`src/fetch_config.svh`:
```
`ifndef FETCH_CONFIG_SVH
`define FETCH_CONFIG_SVH

// first fetch address after reset
`define FETCH_RESET_PC 64'h8000_0000

// direct-mapped icache geometry
`define ICACHE_LINES 64
`define ICACHE_LINE_BYTES 8

// pc width
`define FETCH_XLEN 64

// wishbone bus widths
// one bus beat carries a whole cache line
`define WB_DATA_W 64
`define WB_ADDR_W 32

`endif

```
`src/fetch_pkg.sv`:
```
`include "fetch_config.svh"

package fetch_pkg;

	// instruction handed to decode
	typedef struct packed {
		logic [`FETCH_XLEN-1:0] pc;
		logic [31:0]            inst;
	} fetch_t;

	// wishbone master to slave
	typedef struct packed {
		logic                     cyc;
		logic                     stb;
		logic                     we;
		logic [`WB_ADDR_W-1:0]    adr;
		logic [`WB_DATA_W/8-1:0]  sel;
	} wb_m2s_t;

	// wishbone slave to master
	typedef struct packed {
		logic                  ack;
		logic [`WB_DATA_W-1:0] dat;
	} wb_s2m_t;

	typedef enum logic [1:0] {
		ST_IDLE,
		ST_LOOKUP,
		ST_REFILL
	} icache_state_e;

	// only jal matters to predecode
	typedef enum logic [6:0] {
		OP_JAL   = 7'b1101111,
		OP_OTHER = 7'b0000000
	} opcode_e;

endpackage

```
`src/pc_gen.sv`:
```
`include "fetch_config.svh"

module pc_gen (
	input  logic                   clk,
	input  logic                   reset,
	input  logic                   ena,
	input  logic                   branch,
	input  logic [`FETCH_XLEN-1:0] branch_pc,
	output logic                   req_valid,
	output logic [`FETCH_XLEN-1:0] req_addr,
	input  logic                   addr_ok,
	input  logic                   data_ok,
	input  logic [31:0]            rdata,
	output logic                   fetch_valid,
	output fetch_pkg::fetch_t      fetch,
	output logic                   jump
);
	import fetch_pkg::*;

	logic [`FETCH_XLEN-1:0] pc;
	logic [`FETCH_XLEN-1:0] jal_offset;
	logic [`FETCH_XLEN-1:0] next_pc;
	logic                   outstanding;
	logic                   kill;
	logic                   accept;
	logic                   consume;
	logic                   deliver;

	assign accept  = req_valid && addr_ok;
	assign consume = fetch_valid && ena;
	// response of a redirected request is dropped
	assign deliver = data_ok && !kill && !branch;

	// one request at a time, none while decode holds an instruction
	assign req_valid = !outstanding && !fetch_valid;
	assign req_addr  = pc;

	// predecode of the held word
	assign jump = fetch_valid && (fetch.inst[6:0] == OP_JAL);
	assign jal_offset = {{(`FETCH_XLEN - 20){fetch.inst[31]}}, fetch.inst[19:12],
		fetch.inst[20], fetch.inst[30:21], 1'b0};
	assign next_pc = jump ? pc + jal_offset : pc + `FETCH_XLEN'd4;

	always_ff @(posedge clk) begin
		if (reset) begin
			pc          <= `FETCH_RESET_PC;
			fetch_valid <= 1'b0;
			outstanding <= 1'b0;
			kill        <= 1'b0;
		end else begin
			// redirect wins over jal and sequential
			if (branch)
				pc <= branch_pc;
			else if (consume)
				pc <= next_pc;

			if (branch)
				fetch_valid <= 1'b0;
			else if (deliver)
				fetch_valid <= 1'b1;
			else if (consume)
				fetch_valid <= 1'b0;

			if (accept)
				outstanding <= 1'b1;
			else if (data_ok)
				outstanding <= 1'b0;

			// request accepted this cycle is also on the old path
			if (data_ok)
				kill <= 1'b0;
			else if (branch && (outstanding || accept))
				kill <= 1'b1;
		end
	end

	always_ff @(posedge clk) begin
		if (deliver) begin
			fetch.pc   <= pc;
			fetch.inst <= rdata;
		end
	end

	a_pc_aligned: assert property (@(posedge clk) disable iff (reset)
		pc[1:0] == 2'b00);

	// icache only answers requests that pc_gen made
	a_resp_expected: assert property (@(posedge clk) disable iff (reset)
		data_ok |-> outstanding);

endmodule

```
`config.mk`:
```
export PLATFORM = sky130hd
export DESIGN_NAME = pc_gen
export DESIGN_NICKNAME = d
export VERILOG_FILES = /design/src/fetch_pkg.sv /design/src/pc_gen.sv
export VERILOG_INCLUDE_DIRS = /design/src
export SDC_FILE = /design/constraint.sdc
export NUM_CORES = 1
export LEC_CHECK = 0
export BUFFER_PORTS_ARGS = -buffer_cell sky130_fd_sc_hd__buf_4
export CORE_UTILIZATION = 51
export CTS_BUF_LIST = sky130_fd_sc_hd__clkbuf_8
export CTS_CLUSTER_SIZE = 24
export DETAILED_ROUTE_END_ITERATION = 7
export PLACE_DENSITY = 0.89
export SLEW_MARGIN = 20
export SYNTH_ARGS = -nofsm -noshare
export SYNTH_HDL_FRONTEND = slang
export SYNTH_SLANG_ARGS = --single-unit
```
`constraint.sdc`:
```
create_clock -name clk -period 8.2 [get_ports clk]
set_clock_uncertainty 0.15 [all_clocks]
set_input_delay 0.41 -clock clk [delete_from_list [all_inputs] [get_ports clk]]
set_output_delay 0.41 -clock clk [all_outputs]
set_load 0.005 [all_outputs]
```
==> qor.yml <==
detailed_routing:
  wl_per_cell_um: 22.10
  viasPerCell: 6.413
  ant_nets: 0
  drc: 1
  routed_wl_mm: 42.10
  drt_iter0_markers: 1466
  firstDrtPassIters: 8
  num_vias: 12217
timing:
  max_slew_margin_pct: 34.75
  fin_crit_ns: 3.954
  fin_setup_tns_ns: 0
  slew_violations: 0
  period_share_pct: 48.22
  tightest_slew_ns: 0.9685
  hold_viol: 0
  rsz0062_at_grt: "no"
  fmax_mhz: 252.9
  fin_hold_ws_ns: 0.002599
  setup_viol: 0
power_and_ir_drop:
  power.share.combinational_pct: 24.1
  p_seq_share_pct: 46.5
  power.share.clock_pct: 29.4
  pwr_density_cell_nw_per_um2: 145.9
  switchingPower_mw: 0.7181
  power.leakage_nw: 6.031
  irDropWorstVdd_uv: 82.72
  power.share.switching_pct: 34.41
  intPower_mw: 1.369
global_routing:
  grt_pass1_vias: 11251
  grt_use_met2_pct: 55.85
  use_met1_pct: 50.69
  grt_use_met3_pct: 8.193
  overflow: 0
  busiest_layer: "met2"
  grt_pass1_wl_mm: 63.38
  grt_max_degree: 74
  antenna_found_initial: 0
  grt_usage_pct: 36.61
die:
  start_util_pct: 51.96
  dieArea_um2: 22760
  dieWidth_um: 150.9
  die_h_um: 150.9
  pin_count: 265
  core_um2: 21760
  rows: 54
cts:
  clockBufferDepth: 2
  clkLatencyLatePin_ns: 0.49
  cts.sinks: 163
  clk_pin_slew_ns: 0.12
  cts_tree: "built"
  cts-buffers-inserted: 17
  cts_max_level: 4
  cts_root_buf: "clkbuf_8"
outcome:
  violations: "DRC"
  outcome: "finished with violations"
logic_synthesis:
  ys.flop_type: "edfxtp_1"
  synth_warnings: 0
  ys_seq_elements: 163
  synth_edf_count: 96
  yosysTopAreaCell: "edfxtp_1"
  synthArstFlopShare_pct: 0
  synth_nets: 1510
  yosysMostFrequentCell: "a21oi_1"
  avgSynthCellArea_um2: 8.410
  netlist_top_cells_count: "a21oi_1 (158), nor2_1 (149), nand2_1 (113)"
  synthCells: 1344
  seq_area_frac_synth_pct: 37.37
  synth_area_leaders: "edfxtp_1 (26%), dfxtp_1 (12%), a21oi_1 (7.0%)"
  synth_top_area_share_pct: 25.50
  synthDistinctLibCells: 80
  netlist_area_um2: 11300
setup_path:
  arrival_ns: 4.20
  crit_type: "flop to flop"
  startpoint: "fetch[31]"
  cp-end-kind: "flop"
  required_ns: 8.44
  reg2reg_from: "fetch[31]"
  cp-start-kind: "flop"
  cp_max_fo: 45
place:
  routabilityCongestion: 1.007
  portBuffers: 264
  hpwlAfterDp_mm: 29.99
layout:
  diodes: 0
  final_nets: 1778
  syn2layout_area_growth_pct: 26.54
  drive_gt1_share_pct: 20.62
worst_hold_path:
  hp-start: "branch_pc[7]"
  min_path_type: "primary input to flop"
job:
  cap_violations: 0
cell usage in the layout, fill, tap and decap left out, types with 5 or more instances in the layout:
master / synthesis / final
o21bai_1: 10 / 10
a31oi_1: 15 / 15
nor2b_1: 14 / 14
nor2_1: 149 / 148
nand2_1: 113 / 113
a221oi_1: 15 / 15
nand3_1: 61 / 61
inv_1: 37 / 37
o211ai_1: 7 / 7
o21a_1: 10 / 10
o22ai_1: 16 / 16
nor3_1: 47 / 46
a211oi_1: 17 / 17
and2_1: 9 / 9
nand4_1: 27 / 27
xor2_1: 32 / 32
buf_4: 1 / 275
xnor2_1: 36 / 36
or3_1: 10 / 10
and3_1: 13 / 13
o31ai_1: 7 / 7
a22oi_1: 5 / 5
nand2b_1: 5 / 5
o21ai_1: 14 / 14
o21ai_0: 75 / 75
a21oi_1: 158 / 158
mux2i_1: 9 / 9
edfxtp_1: 96 / 96
a21o_1: 53 / 53
ha_1: 63 / 63
dfxtp_1: 67 / 67
dlygate4sd3_1: 0 / 43
clkbuf_8: 0 / 17
flip-flops by register name, summed over array words and instances, names as in the netlist:
| register | count |
|---|---|
| outstanding | 1 |
| fetch_valid | 1 |
| req_addr | 64 |
| fetch | 96 |
| kill | 1 |
power by group through the flow:
stage / sequential, mW / clock (mW) / combinational [mW]
after CTS: 0.968 / 0.612 / 0.488
final: 0.971 / 0.613 / 0.502
after global routing: 0.975 / 0.641 / 0.542
after floorplan: 0.976 / 0 / 0.275
after global placement: 0.985 / 0 / 0.465
after detailed placement: 0.987 / 0 / 0.469
cell type report:
| cell class | count | area [um^2] |
|---|---|---|
| Sequential cell | 163 | 4224 |
| Inverter | 38 | 142.6 |
| Clock buffer | 17 | 234.0 |
| Multi-Input combinational cell | 1074 | 6691 |
| Tap cell | 280 | 350.3 |
| Fill cell | 1814 | 7452 |
| Clock inverter | 15 | 166.4 |
| Timing Repair Buffer | 318 | 2495 |
per-layer routing:
metal	up-vias	part of all wire [%]
met5	-	0
met4	0	3.5
met3	136	12
met2	861	44
met1	5661	41
li1	5559	-
stage by stage:
step	utilization [%]	instance area (um^2)	setup WS, ns	instances	total power [mW]
floorplan	-	11310	2.981	1344	1.252
global placement	61.93	13470	4.362	1830	1.450
detailed placement	61.93	13470	4.399	1830	1.456
CTS	65.75	14300	4.373	1905	2.069
global route	65.75	14300	4.020	1905	2.158
finish	65.75	14300	4.246	1905	2.087
cell families (layout without fill, tap and decap cells):
family / after synthesis / count (layout) / share of synthesized area, %
compound gates: 447 / 447 / 24.92
fa+ha+maj: 64 / 64 / 7.151
simple gates: 486 / 486 / 20.89
xor+xnor: 68 / 68 / 5.269
mux: 9 / 9 / 0.7970
buf+inv: 107 / 388 / 3.609
flops: 163 / 163 / 37.37
final timing paths:
kind / endpoint / slack [ns] / depth (start not counted)
worst max-delay path: req_addr[51] / 4.25 / 12
worst min-delay path: req_addr[7] / 0.003 / 3
worst max register to register: req_addr[51] / 4.25 / 12
worst min register to register: fetch[32] / 0.35 / 0
worst max-delay path, cell delays in order (launching register included):
cell and delay (ns):
edfxtp_1 0.34, buf_4 0.49, ha_1 0.42, a21oi_1 0.22
o21ai_0 0.10, a21oi_1 0.18, o221ai_1 0.22, o2111a_1 0.30
nor3_1 0.59, o21ai_0 0.30, a31oi_1 0.28, mux2i_1 0.21
nor2_1 0.06
timing repair:
action                                 4_1_cts  5_1_grt
setup buffers                                0        0
resized for setup                            0        0
hold buffers                                43        0
endpoints found under the hold margin       43        0
(Power assumes the default switching activity.)
